===== src/hdl/dcache_pkg.sv =====
//~~~~~~~~~~~~~~~~~~~~~~~~~~~~~~~~~~~~~~~~~~~~~~~~~~~~~~~~~~~~~~~~~~~~~~~~~~
// Widths and codes for the direct-mapped, write-through data cache
// Byte address is {ptag, offset}. Word accesses only, low two bits ignored
// Blocks are four words and there are sixteen sets
//~~~~~~~~~~~~~~~~~~~~~~~~~~~~~~~~~~~~~~~~~~~~~~~~~~~~~~~~~~~~~~~~~~~~~~~~~~
`default_nettype none

package dcache_pkg;

   localparam int DATA_W      = 32;
   localparam int PTAG_W      = 8;
   localparam int OFFSET_W    = 8;
   localparam int ADDR_W      = PTAG_W + OFFSET_W;

   // Offset split: index in bits 7..4, word select in bits 3..2
   localparam int SETS        = 16;
   localparam int INDEX_W     = 4;
   localparam int INDEX_LSB   = 4;
   localparam int BLOCK_WORDS = 4;
   localparam int WORD_SEL_W  = 2;
   localparam int WORD_LSB    = 2;
   localparam int BLOCK_W     = DATA_W * BLOCK_WORDS;

   localparam int OP_W = 2;
   localparam logic [OP_W-1:0] OP_LOAD  = 2'd0;
   localparam logic [OP_W-1:0] OP_STORE = 2'd1;

   localparam int FIFO_ELS   = 8;
   localparam int FIFO_PTR_W = 3;

   localparam int MEM_OP_W = 2;
   localparam logic [MEM_OP_W-1:0] MEM_READ_BLOCK = 2'd0;
   localparam logic [MEM_OP_W-1:0] MEM_WRITE_WORD = 2'd1;
   localparam logic [MEM_OP_W-1:0] MEM_READ_UC    = 2'd2;

   localparam int MISS_OP_W = 2;
   localparam logic [MISS_OP_W-1:0] MISS_FILL    = 2'd0;
   localparam logic [MISS_OP_W-1:0] MISS_WRITE   = 2'd1;
   localparam logic [MISS_OP_W-1:0] MISS_UC_READ = 2'd2;

endpackage

`default_nettype wire


===== src/hdl/replay_fifo.sv =====
//~~~~~~~~~~~~~~~~~~~~~~~~~~~~~~~~~~~~~~~~~~~~~~~~~~~~~~~~~~~~~~~~~~~~~~~~~~
// Eight-entry request FIFO that keeps entries until they commit
// Roll returns the read pointer to the oldest uncommitted entry
// Tag and uncached flag arrive one cycle after the rest of an entry
//~~~~~~~~~~~~~~~~~~~~~~~~~~~~~~~~~~~~~~~~~~~~~~~~~~~~~~~~~~~~~~~~~~~~~~~~~~
`timescale 1ns/10ps
`default_nettype none

module replay_fifo
   import dcache_pkg::*;
(
   input  logic                clk_i,
   input  logic                rst_n_i,
   input  logic                v_i,
   input  logic [OP_W-1:0]     op_i,
   input  logic [OFFSET_W-1:0] offset_i,
   input  logic [DATA_W-1:0]   data_i,
   input  logic [PTAG_W-1:0]   ptag_i,
   input  logic                uncached_i,
   input  logic                yumi_i,
   input  logic                commit_i,
   input  logic                roll_i,
   output logic                ready_o,
   output logic                head_v_o,
   output logic [OP_W-1:0]     head_op_o,
   output logic [OFFSET_W-1:0] head_offset_o,
   output logic [DATA_W-1:0]   head_data_o,
   output logic [PTAG_W-1:0]   head_ptag_o,
   output logic                head_uncached_o
);

   logic [OP_W-1:0]     op_mem     [FIFO_ELS];
   logic [OFFSET_W-1:0] offset_mem [FIFO_ELS];
   logic [DATA_W-1:0]   data_mem   [FIFO_ELS];
   logic [PTAG_W-1:0]   ptag_mem   [FIFO_ELS];
   logic                uc_mem     [FIFO_ELS];

   // Pointers carry a wrap bit
   logic [FIFO_PTR_W:0]   wptr_r, rptr_r, cptr_r, used;
   logic [FIFO_PTR_W-1:0] pend_idx_r, head_idx;
   logic                  pend_v_r, head_pend, enq;

   assign used     = wptr_r - cptr_r;
   // Full when all eight entries are uncommitted
   assign ready_o  = !used[FIFO_PTR_W];
   assign enq      = v_i && ready_o;
   assign head_v_o = rptr_r != wptr_r;
   assign head_idx = rptr_r[FIFO_PTR_W-1:0];

   // Newest entry's tag is still on the input pins
   assign head_pend       = pend_v_r && (pend_idx_r == head_idx);
   assign head_op_o       = op_mem[head_idx];
   assign head_offset_o   = offset_mem[head_idx];
   assign head_data_o     = data_mem[head_idx];
   assign head_ptag_o     = head_pend ? ptag_i : ptag_mem[head_idx];
   assign head_uncached_o = head_pend ? uncached_i : uc_mem[head_idx];

   always_ff @(posedge clk_i or negedge rst_n_i)
   begin
      if (!rst_n_i)
      begin
         wptr_r   <= '0;
         rptr_r   <= '0;
         cptr_r   <= '0;
         pend_v_r <= 1'b0;
      end
      else
      begin
         pend_v_r <= enq;
         wptr_r   <= wptr_r + enq;
         cptr_r   <= cptr_r + commit_i;
         if (roll_i)
            rptr_r <= cptr_r;
         else
            rptr_r <= rptr_r + yumi_i;
      end
   end

   always_ff @(posedge clk_i)
   begin
      pend_idx_r <= wptr_r[FIFO_PTR_W-1:0];
      if (enq)
      begin
         op_mem[wptr_r[FIFO_PTR_W-1:0]]     <= op_i;
         offset_mem[wptr_r[FIFO_PTR_W-1:0]] <= offset_i;
         data_mem[wptr_r[FIFO_PTR_W-1:0]]   <= data_i;
      end
      if (pend_v_r)
      begin
         ptag_mem[pend_idx_r] <= ptag_i;
         uc_mem[pend_idx_r]   <= uncached_i;
      end
   end

endmodule

`default_nettype wire


===== src/hdl/dcache_pipe.sv =====
//~~~~~~~~~~~~~~~~~~~~~~~~~~~~~~~~~~~~~~~~~~~~~~~~~~~~~~~~~~~~~~~~~~~~~~~~~~
// Three-stage load/store pipeline, decision two cycles after acceptance
// Every accepted request ends in either v_o or replay_o, never both
// Misses are not held, the replayed request raises them again
//~~~~~~~~~~~~~~~~~~~~~~~~~~~~~~~~~~~~~~~~~~~~~~~~~~~~~~~~~~~~~~~~~~~~~~~~~~
`timescale 1ns/10ps
`default_nettype none

module dcache_pipe
   import dcache_pkg::*;
(
   input  logic                  clk_i,
   input  logic                  rst_n_i,
   input  logic                  head_v_i,
   input  logic [OP_W-1:0]       head_op_i,
   input  logic [OFFSET_W-1:0]   head_offset_i,
   input  logic [DATA_W-1:0]     head_data_i,
   input  logic [PTAG_W-1:0]     head_ptag_i,
   input  logic                  head_uncached_i,
   input  logic [PTAG_W-1:0]     rd_tag_i,
   input  logic                  rd_valid_i,
   input  logic [BLOCK_W-1:0]    rd_data_i,
   input  logic                  fill_busy_i,
   input  logic                  miss_yumi_i,
   input  logic                  miss_busy_i,
   input  logic                  uc_v_i,
   input  logic [DATA_W-1:0]     uc_data_i,
   output logic                  yumi_o,
   output logic [INDEX_W-1:0]    rd_index_o,
   output logic                  wr_v_o,
   output logic [INDEX_W-1:0]    wr_index_o,
   output logic [WORD_SEL_W-1:0] wr_sel_o,
   output logic [DATA_W-1:0]     wr_data_o,
   output logic                  miss_v_o,
   output logic [MISS_OP_W-1:0]  miss_kind_o,
   output logic [ADDR_W-1:0]     miss_addr_o,
   output logic [DATA_W-1:0]     miss_data_o,
   output logic                  v_o,
   output logic [DATA_W-1:0]     data_o,
   output logic                  replay_o
);

   logic                  s1_v_r, s2_v_r, s1_uc_r, s2_uc_r;
   logic [OP_W-1:0]       s1_op_r, s2_op_r;
   logic [OFFSET_W-1:0]   s1_offset_r, s2_offset_r;
   logic [DATA_W-1:0]     s1_data_r, s2_data_r;
   logic [PTAG_W-1:0]     s1_ptag_r, s2_ptag_r;
   logic                  uc_buf_v_r, s2_store, s2_hit, s2_done, uc_take;
   logic [DATA_W-1:0]     uc_buf_r, hit_word;
   logic [WORD_SEL_W-1:0] s2_sel;

   assign yumi_o     = head_v_i && !miss_busy_i && !fill_busy_i && !replay_o;
   assign rd_index_o = s1_offset_r[INDEX_LSB +: INDEX_W];

   assign s2_store = s2_op_r == OP_STORE;
   assign s2_sel   = s2_offset_r[WORD_LSB +: WORD_SEL_W];
   assign s2_hit   = rd_valid_i && (rd_tag_i == s2_ptag_r);
   assign hit_word = rd_data_i[s2_sel*DATA_W +: DATA_W];

   assign miss_addr_o = {s2_ptag_r, s2_offset_r};
   assign miss_data_o = s2_data_r;
   assign wr_v_o      = s2_v_r && s2_store && s2_hit && miss_yumi_i;
   assign wr_index_o  = s2_offset_r[INDEX_LSB +: INDEX_W];
   assign wr_sel_o    = s2_sel;
   assign wr_data_o   = s2_data_r;
   assign v_o         = s2_done;
   assign replay_o    = s2_v_r && !s2_done;

   always_comb
   begin
      miss_v_o    = 1'b0;
      miss_kind_o = MISS_FILL;
      s2_done     = 1'b0;
      uc_take     = 1'b0;
      data_o      = hit_word;
      if (s2_v_r)
      begin
         if (s2_store)
         begin
            // Write-through store completes once the engine owns it
            miss_v_o    = 1'b1;
            miss_kind_o = MISS_WRITE;
            s2_done     = miss_yumi_i;
            data_o      = '0;
         end
         else if (s2_uc_r)
         begin
            miss_v_o    = !uc_buf_v_r;
            miss_kind_o = MISS_UC_READ;
            s2_done     = uc_buf_v_r;
            uc_take     = uc_buf_v_r;
            data_o      = uc_buf_r;
         end
         else
         begin
            miss_v_o = !s2_hit;
            s2_done  = s2_hit;
         end
      end
   end

   always_ff @(posedge clk_i or negedge rst_n_i)
   begin
      if (!rst_n_i)
      begin
         s1_v_r     <= 1'b0;
         s2_v_r     <= 1'b0;
         uc_buf_v_r <= 1'b0;
      end
      else
      begin
         s1_v_r <= yumi_o;
         // Replay also drops the younger request in stage 1
         s2_v_r <= s1_v_r && !replay_o;
         if (uc_v_i)
            uc_buf_v_r <= 1'b1;
         else if (uc_take)
            uc_buf_v_r <= 1'b0;
      end
   end

   always_ff @(posedge clk_i)
   begin
      if (yumi_o)
      begin
         s1_op_r     <= head_op_i;
         s1_offset_r <= head_offset_i;
         s1_data_r   <= head_data_i;
         s1_ptag_r   <= head_ptag_i;
         s1_uc_r     <= head_uncached_i;
      end
      s2_op_r     <= s1_op_r;
      s2_offset_r <= s1_offset_r;
      s2_data_r   <= s1_data_r;
      s2_ptag_r   <= s1_ptag_r;
      s2_uc_r     <= s1_uc_r;
      if (uc_v_i)
         uc_buf_r <= uc_data_i;
   end

endmodule

`default_nettype wire


===== src/hdl/dcache_arrays.sv =====
//~~~~~~~~~~~~~~~~~~~~~~~~~~~~~~~~~~~~~~~~~~~~~~~~~~~~~~~~~~~~~~~~~~~~~~~~~~
// Direct-mapped tag, valid and data storage, 16 blocks of 128 bits
// Read is registered; a same-cycle store word is forwarded into it
// Fill wins over a store write in the same cycle
//~~~~~~~~~~~~~~~~~~~~~~~~~~~~~~~~~~~~~~~~~~~~~~~~~~~~~~~~~~~~~~~~~~~~~~~~~~
`timescale 1ns/10ps
`default_nettype none

module dcache_arrays
   import dcache_pkg::*;
(
   input  logic                  clk_i,
   input  logic                  rst_n_i,
   input  logic [INDEX_W-1:0]    rd_index_i,
   input  logic                  wr_v_i,
   input  logic [INDEX_W-1:0]    wr_index_i,
   input  logic [WORD_SEL_W-1:0] wr_sel_i,
   input  logic [DATA_W-1:0]     wr_data_i,
   input  logic                  fill_v_i,
   input  logic [INDEX_W-1:0]    fill_index_i,
   input  logic [PTAG_W-1:0]     fill_tag_i,
   input  logic [BLOCK_W-1:0]    fill_block_i,
   output logic [PTAG_W-1:0]     rd_tag_o,
   output logic                  rd_valid_o,
   output logic [BLOCK_W-1:0]    rd_data_o
);

   logic [PTAG_W-1:0]  tag_mem  [SETS];
   logic [BLOCK_W-1:0] data_mem [SETS];
   logic [SETS-1:0]    valid_r;
   logic [BLOCK_W-1:0] rd_block;

   always_comb
   begin
      rd_block = data_mem[rd_index_i];
      if (wr_v_i && !fill_v_i && (wr_index_i == rd_index_i))
         rd_block[wr_sel_i*DATA_W +: DATA_W] = wr_data_i;
   end

   always_ff @(posedge clk_i)
   begin
      if (fill_v_i)
      begin
         tag_mem[fill_index_i]  <= fill_tag_i;
         data_mem[fill_index_i] <= fill_block_i;
      end
      else if (wr_v_i)
         data_mem[wr_index_i][wr_sel_i*DATA_W +: DATA_W] <= wr_data_i;
      rd_tag_o  <= tag_mem[rd_index_i];
      rd_data_o <= rd_block;
   end

   always_ff @(posedge clk_i or negedge rst_n_i)
   begin
      if (!rst_n_i)
      begin
         valid_r    <= '0;
         rd_valid_o <= 1'b0;
      end
      else
      begin
         if (fill_v_i)
            valid_r[fill_index_i] <= 1'b1;
         rd_valid_o <= valid_r[rd_index_i];
      end
   end

endmodule

`default_nettype wire


===== src/hdl/miss_engine.sv =====
//~~~~~~~~~~~~~~~~~~~~~~~~~~~~~~~~~~~~~~~~~~~~~~~~~~~~~~~~~~~~~~~~~~~~~~~~~~
// One request at a time; command goes out the cycle after it is taken
// Writes finish when the command is accepted, reads on the response
// Response data must be the whole block holding the address
//~~~~~~~~~~~~~~~~~~~~~~~~~~~~~~~~~~~~~~~~~~~~~~~~~~~~~~~~~~~~~~~~~~~~~~~~~~
`timescale 1ns/10ps
`default_nettype none

module miss_engine
   import dcache_pkg::*;
(
   input  logic                 clk_i,
   input  logic                 rst_n_i,
   input  logic                 miss_v_i,
   input  logic [MISS_OP_W-1:0] miss_kind_i,
   input  logic [ADDR_W-1:0]    miss_addr_i,
   input  logic [DATA_W-1:0]    miss_data_i,
   input  logic                 mem_cmd_ready_i,
   input  logic                 mem_resp_v_i,
   input  logic [BLOCK_W-1:0]   mem_resp_data_i,
   output logic                 miss_yumi_o,
   output logic                 busy_o,
   output logic                 fill_busy_o,
   output logic                 fill_v_o,
   output logic [INDEX_W-1:0]   fill_index_o,
   output logic [PTAG_W-1:0]    fill_tag_o,
   output logic [BLOCK_W-1:0]   fill_block_o,
   output logic                 uc_v_o,
   output logic [DATA_W-1:0]    uc_data_o,
   output logic                 mem_cmd_v_o,
   output logic [MEM_OP_W-1:0]  mem_cmd_op_o,
   output logic [ADDR_W-1:0]    mem_cmd_addr_o,
   output logic [DATA_W-1:0]    mem_cmd_data_o,
   output logic                 mem_resp_yumi_o
);

   logic                  cmd_v_r, wait_r;
   logic [MISS_OP_W-1:0]  kind_r;
   logic [ADDR_W-1:0]     addr_r;
   logic [DATA_W-1:0]     data_r;
   logic                  idle, cmd_fire, resp_fire, done;
   logic [WORD_SEL_W-1:0] word_sel;

   assign idle      = !cmd_v_r && !wait_r;
   assign cmd_fire  = cmd_v_r && mem_cmd_ready_i;
   assign resp_fire = wait_r && mem_resp_v_i;
   assign done      = (cmd_fire && (kind_r == MISS_WRITE)) || resp_fire;

   // Busy drops in the finishing cycle so the pipeline restarts early
   assign miss_yumi_o = miss_v_i && idle;
   assign busy_o      = !idle && !done;

   assign fill_v_o     = resp_fire && (kind_r == MISS_FILL);
   assign fill_busy_o  = fill_v_o;
   assign fill_index_o = addr_r[INDEX_LSB +: INDEX_W];
   assign fill_tag_o   = addr_r[ADDR_W-1 -: PTAG_W];
   assign fill_block_o = mem_resp_data_i;

   assign word_sel  = addr_r[WORD_LSB +: WORD_SEL_W];
   assign uc_v_o    = resp_fire && (kind_r == MISS_UC_READ);
   assign uc_data_o = mem_resp_data_i[word_sel*DATA_W +: DATA_W];

   assign mem_cmd_v_o     = cmd_v_r;
   assign mem_cmd_addr_o  = addr_r;
   assign mem_cmd_data_o  = data_r;
   assign mem_resp_yumi_o = resp_fire;

   always_comb
   begin
      case (kind_r)
         MISS_WRITE:   mem_cmd_op_o = MEM_WRITE_WORD;
         MISS_UC_READ: mem_cmd_op_o = MEM_READ_UC;
         default:      mem_cmd_op_o = MEM_READ_BLOCK;
      endcase
   end

   always_ff @(posedge clk_i or negedge rst_n_i)
   begin
      if (!rst_n_i)
      begin
         cmd_v_r <= 1'b0;
         wait_r  <= 1'b0;
      end
      else
      begin
         if (miss_yumi_o)
            cmd_v_r <= 1'b1;
         else if (cmd_fire)
            cmd_v_r <= 1'b0;
         if (cmd_fire && (kind_r != MISS_WRITE))
            wait_r <= 1'b1;
         else if (resp_fire)
            wait_r <= 1'b0;
      end
   end

   always_ff @(posedge clk_i)
   begin
      if (miss_yumi_o)
      begin
         kind_r <= miss_kind_i;
         addr_r <= miss_addr_i;
         data_r <= miss_data_i;
      end
   end

endmodule

`default_nettype wire


===== src/hdl/dcache_top.sv =====
//~~~~~~~~~~~~~~~~~~~~~~~~~~~~~~~~~~~~~~~~~~~~~~~~~~~~~~~~~~~~~~~~~~~~~~~~~~
// Data cache with replay FIFO and a single outstanding memory operation
// ptag_i and uncached_i must follow one cycle after the request is taken
// Results come back in request order, stores return zero
//~~~~~~~~~~~~~~~~~~~~~~~~~~~~~~~~~~~~~~~~~~~~~~~~~~~~~~~~~~~~~~~~~~~~~~~~~~
`timescale 1ns/10ps
`default_nettype none

module dcache_top
   import dcache_pkg::*;
(
   input  logic                clk_i,
   input  logic                rst_n_i,
   input  logic                v_i,
   output logic                ready_o,
   input  logic [OP_W-1:0]     op_i,
   input  logic [OFFSET_W-1:0] offset_i,
   input  logic [DATA_W-1:0]   data_i,
   input  logic [PTAG_W-1:0]   ptag_i,
   input  logic                uncached_i,
   output logic                v_o,
   output logic [DATA_W-1:0]   data_o,
   output logic                mem_cmd_v_o,
   output logic [MEM_OP_W-1:0] mem_cmd_op_o,
   output logic [ADDR_W-1:0]   mem_cmd_addr_o,
   output logic [DATA_W-1:0]   mem_cmd_data_o,
   input  logic                mem_cmd_ready_i,
   input  logic                mem_resp_v_i,
   input  logic [BLOCK_W-1:0]  mem_resp_data_i,
   output logic                mem_resp_yumi_o
);

   logic                 head_v, head_yumi, head_uncached, replay;
   logic [OP_W-1:0]      head_op;
   logic [OFFSET_W-1:0]  head_offset;
   logic [DATA_W-1:0]    head_data;
   logic [PTAG_W-1:0]    head_ptag;

   logic [INDEX_W-1:0]    rd_index, wr_index, fill_index;
   logic [PTAG_W-1:0]     rd_tag, fill_tag;
   logic                  rd_valid, wr_v, fill_v, fill_busy;
   logic [BLOCK_W-1:0]    rd_data, fill_block;
   logic [WORD_SEL_W-1:0] wr_sel;
   logic [DATA_W-1:0]     wr_data;

   logic                 miss_v, miss_yumi, miss_busy, uc_v;
   logic [MISS_OP_W-1:0] miss_kind;
   logic [ADDR_W-1:0]    miss_addr;
   logic [DATA_W-1:0]    miss_data, uc_data;

   // A result frees its FIFO entry
   replay_fifo fifo (
      .clk_i(clk_i), .rst_n_i(rst_n_i),
      .v_i(v_i), .op_i(op_i), .offset_i(offset_i), .data_i(data_i),
      .ptag_i(ptag_i), .uncached_i(uncached_i),
      .yumi_i(head_yumi), .commit_i(v_o), .roll_i(replay),
      .ready_o(ready_o), .head_v_o(head_v), .head_op_o(head_op),
      .head_offset_o(head_offset), .head_data_o(head_data),
      .head_ptag_o(head_ptag), .head_uncached_o(head_uncached)
   );

   dcache_pipe pipe (
      .clk_i(clk_i), .rst_n_i(rst_n_i),
      .head_v_i(head_v), .head_op_i(head_op), .head_offset_i(head_offset),
      .head_data_i(head_data), .head_ptag_i(head_ptag),
      .head_uncached_i(head_uncached),
      .rd_tag_i(rd_tag), .rd_valid_i(rd_valid), .rd_data_i(rd_data),
      .fill_busy_i(fill_busy), .miss_yumi_i(miss_yumi), .miss_busy_i(miss_busy),
      .uc_v_i(uc_v), .uc_data_i(uc_data),
      .yumi_o(head_yumi), .rd_index_o(rd_index),
      .wr_v_o(wr_v), .wr_index_o(wr_index), .wr_sel_o(wr_sel), .wr_data_o(wr_data),
      .miss_v_o(miss_v), .miss_kind_o(miss_kind), .miss_addr_o(miss_addr),
      .miss_data_o(miss_data),
      .v_o(v_o), .data_o(data_o), .replay_o(replay)
   );

   dcache_arrays arrays (
      .clk_i(clk_i), .rst_n_i(rst_n_i),
      .rd_index_i(rd_index),
      .wr_v_i(wr_v), .wr_index_i(wr_index), .wr_sel_i(wr_sel), .wr_data_i(wr_data),
      .fill_v_i(fill_v), .fill_index_i(fill_index), .fill_tag_i(fill_tag),
      .fill_block_i(fill_block),
      .rd_tag_o(rd_tag), .rd_valid_o(rd_valid), .rd_data_o(rd_data)
   );

   miss_engine engine (
      .clk_i(clk_i), .rst_n_i(rst_n_i),
      .miss_v_i(miss_v), .miss_kind_i(miss_kind), .miss_addr_i(miss_addr),
      .miss_data_i(miss_data),
      .mem_cmd_ready_i(mem_cmd_ready_i), .mem_resp_v_i(mem_resp_v_i),
      .mem_resp_data_i(mem_resp_data_i),
      .miss_yumi_o(miss_yumi), .busy_o(miss_busy), .fill_busy_o(fill_busy),
      .fill_v_o(fill_v), .fill_index_o(fill_index), .fill_tag_o(fill_tag),
      .fill_block_o(fill_block), .uc_v_o(uc_v), .uc_data_o(uc_data),
      .mem_cmd_v_o(mem_cmd_v_o), .mem_cmd_op_o(mem_cmd_op_o),
      .mem_cmd_addr_o(mem_cmd_addr_o), .mem_cmd_data_o(mem_cmd_data_o),
      .mem_resp_yumi_o(mem_resp_yumi_o)
   );

endmodule

`default_nettype wire


===== config.mk =====
export PLATFORM = sky130hd
export DESIGN_NAME = dcache_top
export DESIGN_NICKNAME = d
export VERILOG_FILES = /design/src/hdl/dcache_pkg.sv /design/src/hdl/replay_fifo.sv /design/src/hdl/dcache_pipe.sv /design/src/hdl/dcache_arrays.sv /design/src/hdl/miss_engine.sv /design/src/hdl/dcache_top.sv
export SDC_FILE = /design/constraint.sdc
export NUM_CORES = 2
export LEC_CHECK = 0
export BUFFER_PORTS_ARGS = -buffer_cell sky130_fd_sc_hd__buf_4
export CAP_MARGIN = 20
export CELL_PAD_IN_SITES_DETAIL_PLACEMENT = 1
export CELL_PAD_IN_SITES_GLOBAL_PLACEMENT = 2
export CORE_ASPECT_RATIO = 1.2
export CORE_MARGIN = 2
export CORE_UTILIZATION = 35
export CTS_CLUSTER_SIZE = 28
export DETAILED_ROUTE_END_ITERATION = 7
export HOLD_SLACK_MARGIN = 0.06
export PLACE_DENSITY = 0.7
export SKIP_CTS_REPAIR_TIMING = 1
export SLEW_MARGIN = 20
export SYNTH_ARGS = -nofsm -noshare
export SYNTH_HDL_FRONTEND = slang
export SYNTH_SLANG_ARGS = --single-unit

===== constraint.sdc =====
create_clock -name clk_i -period 8.3 [get_ports clk_i]
set_input_delay 0.83 -clock clk_i [delete_from_list [all_inputs] [get_ports clk_i]]
set_output_delay 0.83 -clock clk_i [all_outputs]
set_load 0.1 [all_outputs]

* After elaboration in Yosys (flattened, before gate mapping)
Memory sizes are Yosys's and may differ from the RTL's. A register that Yosys moved wholly into a read port is not among the register bits.
Index checks and enable logic that the tools add are counted.
** Storage, ports and cells
- Bits of input ports :: 184
- Register bits after elaboration :: 299
- Memories kept :: 7
- Memory bits (writable) :: 2584
- Word-level logic and storage cells :: 131
** Memory list
- arrays.data_mem :: depth 16, width 128, read ports 1, clocked after Yosys merged registers in 0, write ports 1, line dcache_arrays.sv:29 : logic [BLOCK_W-1:0] data_mem [SETS];
- fifo.data_mem :: depth 8, width 32, read ports 1, clocked after Yosys merged registers in 1, write ports 1, line replay_fifo.sv:34 : logic [DATA_W-1:0] data_mem [FIFO_ELS];
- arrays.tag_mem :: depth 16, width 8, read ports 1, clocked after Yosys merged registers in 1, write ports 1, line dcache_arrays.sv:28 : logic [PTAG_W-1:0] tag_mem [SETS];
- fifo.offset_mem :: depth 8, width 8, read ports 1, clocked after Yosys merged registers in 1, write ports 1, line replay_fifo.sv:33 : logic [OFFSET_W-1:0] offset_mem [FIFO_ELS];
- fifo.ptag_mem :: depth 8, width 8, read ports 1, clocked after Yosys merged registers in 1, write ports 1, line replay_fifo.sv:35 : logic [PTAG_W-1:0] ptag_mem [FIFO_ELS];
- fifo.op_mem :: depth 8, width 2, read ports 1, clocked after Yosys merged registers in 1, write ports 1, line replay_fifo.sv:32 : logic [OP_W-1:0] op_mem [FIFO_ELS];
- +1 memories
** Cells by class
- Magnitude comparators :: 3
- Reduce and logical (&&, ||, !) cells :: 40
- Muxes and demuxes :: 40
- Shift-type cells :: 4
- Equal/unequal tests :: 7
- Add/subtract/negate cells :: 5
- Bitwise operators :: 2
** Operators with widths (number)
- 128-bit 2-to-1 mux :: 4
- 128-bit by 8-bit indexed part select with 32-bit output :: 2
- 128-bit bitwise mux :: 1
- 128-bit OR reduction :: 1
- 32-bit by 34-bit variable shift with 128-bit output, first input constant :: 1
- 32-bit by 34-bit indexed part select with 128-bit output :: 1
- 32-bit 2-to-1 mux :: 3
- 7-bit negator with 34-bit output :: 1
- 1-bit 2-to-1 mux :: 26
- 1-bit logical AND :: 22
- 16-bit OR :: 1
- 4-bit by 1-bit adder with 4-bit output :: 3
- 1-bit logical NOT :: 11
- 4-bit by 5-bit < comparator with 1-bit output, second input constant :: 2
- 8-bit == test :: 1
- 4-bit 2-to-1 mux :: 2
- 2-bit nonzero test :: 3
- 1-bit binary-select mux with 4-bit select :: 1
- 1-bit demux with 4-bit select :: 1
- 2-bit by 1-bit == test with 1-bit output, second input constant :: 2
- 4-bit == test :: 1
- 4-bit by 1-bit >= comparator with 1-bit output, second input constant :: 1
- 4-bit != test :: 1
- 2-bit case mux with 2 select lines :: 1
- other kinds (8) :: 8

* Longest topological paths before layout
- Depth in word-level cells :: 15
- Gate-level depth with buffers :: 13
- Mapped depth without buffers :: 9

* Modules after synthesis
From an unflattened synthesis, not the netlist that was laid out.
** Second synthesis, totals
- Cells, all modules :: 5699
- Area total of the unflattened synthesis :: 115045.3 sq um
** Modules (own cells, without submodules)
- dcache_arrays :: instances 1, cells each 4372, area each 89728.6 sq um
- replay_fifo :: instances 1, cells each 720, area each 16387.0 sq um
- dcache_pipe :: instances 1, cells each 362, area each 5427.7 sq um
- miss_engine :: instances 1, cells each 245, area each 3502.1 sq um

* Worst setup path before layout
No wires, ideal clock.
- Path kind :: register -> register
- Start :: register engine.kind_r[1]
- End :: register fifo.rptr_r[3]
- Stages on the path, launching flop included :: 8
- Library setup time :: 0.128 ns
- Arrival :: 7.185 ns
- Slack :: 0.988 ns
- Cell sequence :: edfxtp_1 nor2b_1 a31oi_1 a211oi_1 ha_1 nand3_1 xnor2_1 mux2_1
** On the way
- Word-level cells in the longest chain between the ends :: 11
** Ends and longest elaborated chain
- start: declaration :: line miss_engine.sv:38 : logic [MISS_OP_W-1:0] kind_r;
- start signal: assignment :: line miss_engine.sv:101 : kind_r <= miss_kind_i;
- 2-bit by 1-bit == test with 1-bit output :: line miss_engine.sv:47 : assign done = (cmd_fire && (kind_r == MISS_WRITE)) || resp_fire;
- 1-bit logical AND :: line miss_engine.sv:47
- 1-bit logical OR :: line miss_engine.sv:47
- 1-bit logical NOT :: line miss_engine.sv:51 : assign busy_o = !idle && !done;
- 1-bit logical AND :: line miss_engine.sv:51
- 1-bit logical NOT :: line dcache_pipe.sv:52 : assign yumi_o = head_v_i && !miss_busy_i && !fill_busy_i && !replay_o;
- 1-bit logical AND :: line dcache_pipe.sv:52
- 1-bit logical AND * (2 in series) :: line dcache_pipe.sv:52
- named net fifo.yumi_i :: line replay_fifo.sv:20 : input logic yumi_i,
- 4-bit by 1-bit adder with 4-bit output * :: line replay_fifo.sv:75 : rptr_r <= rptr_r + yumi_i;
- 4-bit 2-to-1 mux * :: line replay_fifo.sv:72 : if (roll_i)
- end signal: assignment :: line replay_fifo.sv:73 : rptr_r <= cptr_r;
- end signal: assignment :: line replay_fifo.sv:75
- end: declaration :: line replay_fifo.sv:39 : logic [FIFO_PTR_W:0] wptr_r, rptr_r, cptr_r, used;
Mark *: on every way through the listed nets, which the timed path passes. The rest lies on a longest branch.
A chain may end at the register's enable or synchronous reset.

* Worst setup path in the final report
- Start :: register pipe.s2_offset_r[2]
- End :: memory arrays.data_mem[11][44] (netlist name) (enable)
** On the way
- Word-level cells in the longest chain between the ends :: 5
** Ends and longest elaborated chain
- start: declaration :: line dcache_pipe.sv:45 : logic [OFFSET_W-1:0] s1_offset_r, s2_offset_r;
- start signal: assignment :: line dcache_pipe.sv:133 : s2_offset_r <= s1_offset_r;
- 7-bit negator with 34-bit output * :: line dcache_arrays.sv:48 : data_mem[wr_index_i][wr_sel_i*DATA_W +: DATA_W] <= wr_data_i;
- 32-bit by 34-bit variable shift with 128-bit output * :: line dcache_arrays.sv:48
- 128-bit 2-to-1 mux (not written as such) * :: line dcache_arrays.sv:48
- 128-bit OR reduction (no line)
- 4-bit 2-to-1 mux (no line) or 128-bit 2-to-1 mux (tied branches)
- end: declaration :: line dcache_arrays.sv:29
Mark *: on every way between the ends. The rest lies on a longest branch, timed or not.

==> flow_metrics.py <==
metrics = {
    "clocking": {
        "cts.sinks": 2942,
        "cts_buffers": 300,
        "ctsRootBufferMaster": "clkbuf_16",
        "htreeDepth": 5,
        "clock_latency_ns": 0.90,
        "clkTransAtPathRegs_ns": 0.06,
        "cts_buffer_depth": 4,
        "tritoncts": "done",
    },
    "synth": {
        "ys_types": 56,
        "netlist_area_um2": 112000,
        "yosysSeqAreaShare_pct": 76.8,
        "synth_top_flop_cell": "edfxtp_1",
        "synth_edf_count": 2717,
        "synth_area_per_cell_um2": 21.3,
        "synth-seq-cells": 2942,
        "syn_nets": 5464,
        "syn_inst": 5268,
        "yosys_warnings": 0,
        "synthArstFlopShare_pct": 1.19,
    },
    "cells_and_area": {
        "n_fill_cell": 30000,
        "drive_gt1_share_pct": 30.6,
        "fin_nets": 5883,
        "instances_no_fill": 10200,
        "post-route-util_pct": 40.9,
        "fin_area_um2": 130000,
        "final_common_cell": "edfxtp_1",
        "area_delta_synth_final_pct": 16.0,
        "mostFrequentLayoutCells": "edfxtp_1 (2717), mux4_2 (723), buf_4 (419)",
    },
    "worst_setup_path": {
        "crit_fanout": 67,
        "reg2reg_from": "pipe.s2_offset_r[2]",
        "rr_endpoint": "arrays.data_mem[11][44]",
        "crit_required_ns": 8.79,
        "critPathLaunchType": "flip-flop",
        "worst_ep_arrival_time_ns": 5.78,
        "rrSetupSlack_ns": 3.01,
        "critPathKind": "reg2reg",
        "r2r_cells": 9,
        "critPathCaptureType": "flip-flop",
    },
    "min_path": {
        "worst_hold_path_type": "in2reg",
        "min_path_cells": 1,
        "hold_path_end": "fifo.data_mem[1][18]",
        "min-delay-start": "data_i[18]",
    },
    "power_and_ir_drop": {
        "p_leak_nw": 41.5,
        "peakVddDrop_mv": 0.286,
        "powerDensity_nw_per_um2": 369,
    },
    "floorplanning": {
        "dieHeight_um": 625,
        "ioPinCount": 270,
        "row_count": 227,
        "coreArea_um2": 319000,
        "start_util_pct": 35.2,
        "fp.dieArea_um2": 326000,
        "die_w_um": 521,
    },
    "sta": {
        "setup_viol": 0,
        "post-route-min-period_ns": 5.29,
        "period_share_pct": 63.8,
        "final_hold_viol_count": 0,
        "rsz0062_at_grt": "false",
        "slew-limit-headroom_pct": 18.1,
        "hold_ws_ns": 0.209,
        "maxSlewViolCount": 0,
        "max_clock_freq_mhz": 189,
        "finalSetupTns_ns": 0,
        "tightestPinTransition_ns": 1.22,
        "skew_ns": 0.0849,
    },
    "placed_design": {
        "numPortBuffers": 269,
        "gp_congestion": 0.808,
        "dp_cells": 9615,
        "place_area_um2": 120000,
        "hpwl_um": 207000,
    },
    "routing": {
        "ant_nets": 0,
        "drcViolationCount": 0,
        "dr.pass1.iters": 5,
        "vias_per_cell": 5.59,
        "drt-initial-drc-count": 6630,
        "num_vias": 57100,
        "wire_per_inst_um": 34.4,
        "routed_wl_um": 351000,
    },
    "grt": {
        "grt_pass1_vias": 59400,
        "grt.overflow.total": 0,
        "antenna_found_initial": 61,
        "grtUsageTotal_pct": 21.4,
        "grt_max_degree": 114,
        "grt_pass1_wl_um": 484000,
    },
    "flow_run": {
        "max_cap_violations": 0,
    },
    "run_status": {
        "outcome": "finished clean",
    },
}
==> sequential cells by signal, indices dropped and copies added, names as in the netlist, 16 cells and up <==
register / cells
engine.mem_cmd_addr_o: 16
pipe.uc_buf_r: 32
engine.mem_cmd_data_o: 32
pipe.s1_data_r: 32
arrays.rd_data_o: 128
pipe.miss_data_o: 32
fifo.op_mem: 16
fifo.data_mem: 256
arrays.data_mem: 2048
arrays.valid_r: 16
fifo.offset_mem: 64
arrays.tag_mem: 128
fifo.ptag_mem: 64
==> Yosys cell counts (35+ instances only) <==
master / number / share of area (%)
a22oi_1: 44 / 0.29
a221oi_1: 96 / 0.75
clkbuf_1: 166 / 0.55
buf_2: 98 / 0.44
o21ai_1: 128 / 0.57
mux2i_1: 116 / 1.0
a22o_1: 128 / 1.0
edfxtp_1: 2717 / 73
mux2_2: 42 / 0.42
o22ai_1: 43 / 0.24
dfxtp_1: 190 / 3.4
mux4_2: 723 / 14
dfrtp_1: 35 / 0.78
nor2_1: 125 / 0.42
nand2_1: 296 / 0.99
==> cell type report <==
type	count	area (um2)	area share (%)
antenna	43	108	0.0825
multi-input combinational	1968	25200	19.3
tap	4236	5300	4.07
clock inverter	120	1410	1.08
clock buffer	423	8510	6.53
sequential	2942	86300	66.2
inverter	41	154	0.118
timing repair buffer	434	3420	2.62
==> per-layer routing <==
metal | part of all wire [%] | global-route usage (%) | vias up
met5 | 0.059 | 0 | -
met4 | 5.3 | 10.5 | 32
met3 | 7.7 | 4.25 | 628
met2 | 49 | 35.1 | 2556
met1 | 38 | 27.2 | 31000
li1 | - | - | 22800
==> worst max-delay path, cell delays in order (launching register included) <==
cell     delay [ns]
dfxtp_4        0.95
inv_1          0.29
ha_1           0.42
nor4_1         0.55
nor3_2         0.07
nand4_1        0.41
buf_4          0.88
mux2i_2        0.42
nor2_4         0.17
buf_4          0.63
==> metrics by stage <==
stage / total power, mW / setup WS [ns]
2_1_floorplan: 28.8 / 0.988
3_3_place_gp: 34.4 / 3.08
3_5_place_dp: 34.6 / 2.97
4_1_cts: 48.4 / 2.96
5_1_grt: 49.6 / 2.79
6_report: 48.1 / 3.01
==> kinds of logic after synthesis <==
logic type	synth area share, %
flops	76.8
xor+xnor	0.210
mux	16.1
compound gates	3.24
fa+ha+maj	0.134
buf+inv	1.50
simple gates	2.06
==> report_power, final <==
part / switching, mW / internal (mW) / total [mW]
logic: 9.68 / 5.50 / 15.2
registers: 1.40 / 17.7 / 19.1
clock network: 5.71 / 8.08 / 13.8
==> worst max-delay path by stage <==
stage | from | slack, ns | cells after the start | to
6_report | pipe.s2_offset_r[2] | 3.01 | 9 | arrays.data_mem[11][44]
5_1_grt | pipe.s2_offset_r[2] | 2.79 | 9 | arrays.data_mem[12][54]
4_1_cts | pipe.s2_offset_r[2] | 2.96 | 9 | arrays.data_mem[9][44]
3_5_place_dp | pipe.s2_offset_r[2] | 2.97 | 9 | arrays.data_mem[9][53]
3_3_place_gp | pipe.s2_offset_r[2] | 3.08 | 9 | arrays.data_mem[10][53]
2_1_floorplan | engine.kind_r[1] | 0.99 | 7 | fifo.rptr_r[3]
Note: power is estimated with default switching activity, not from simulation.
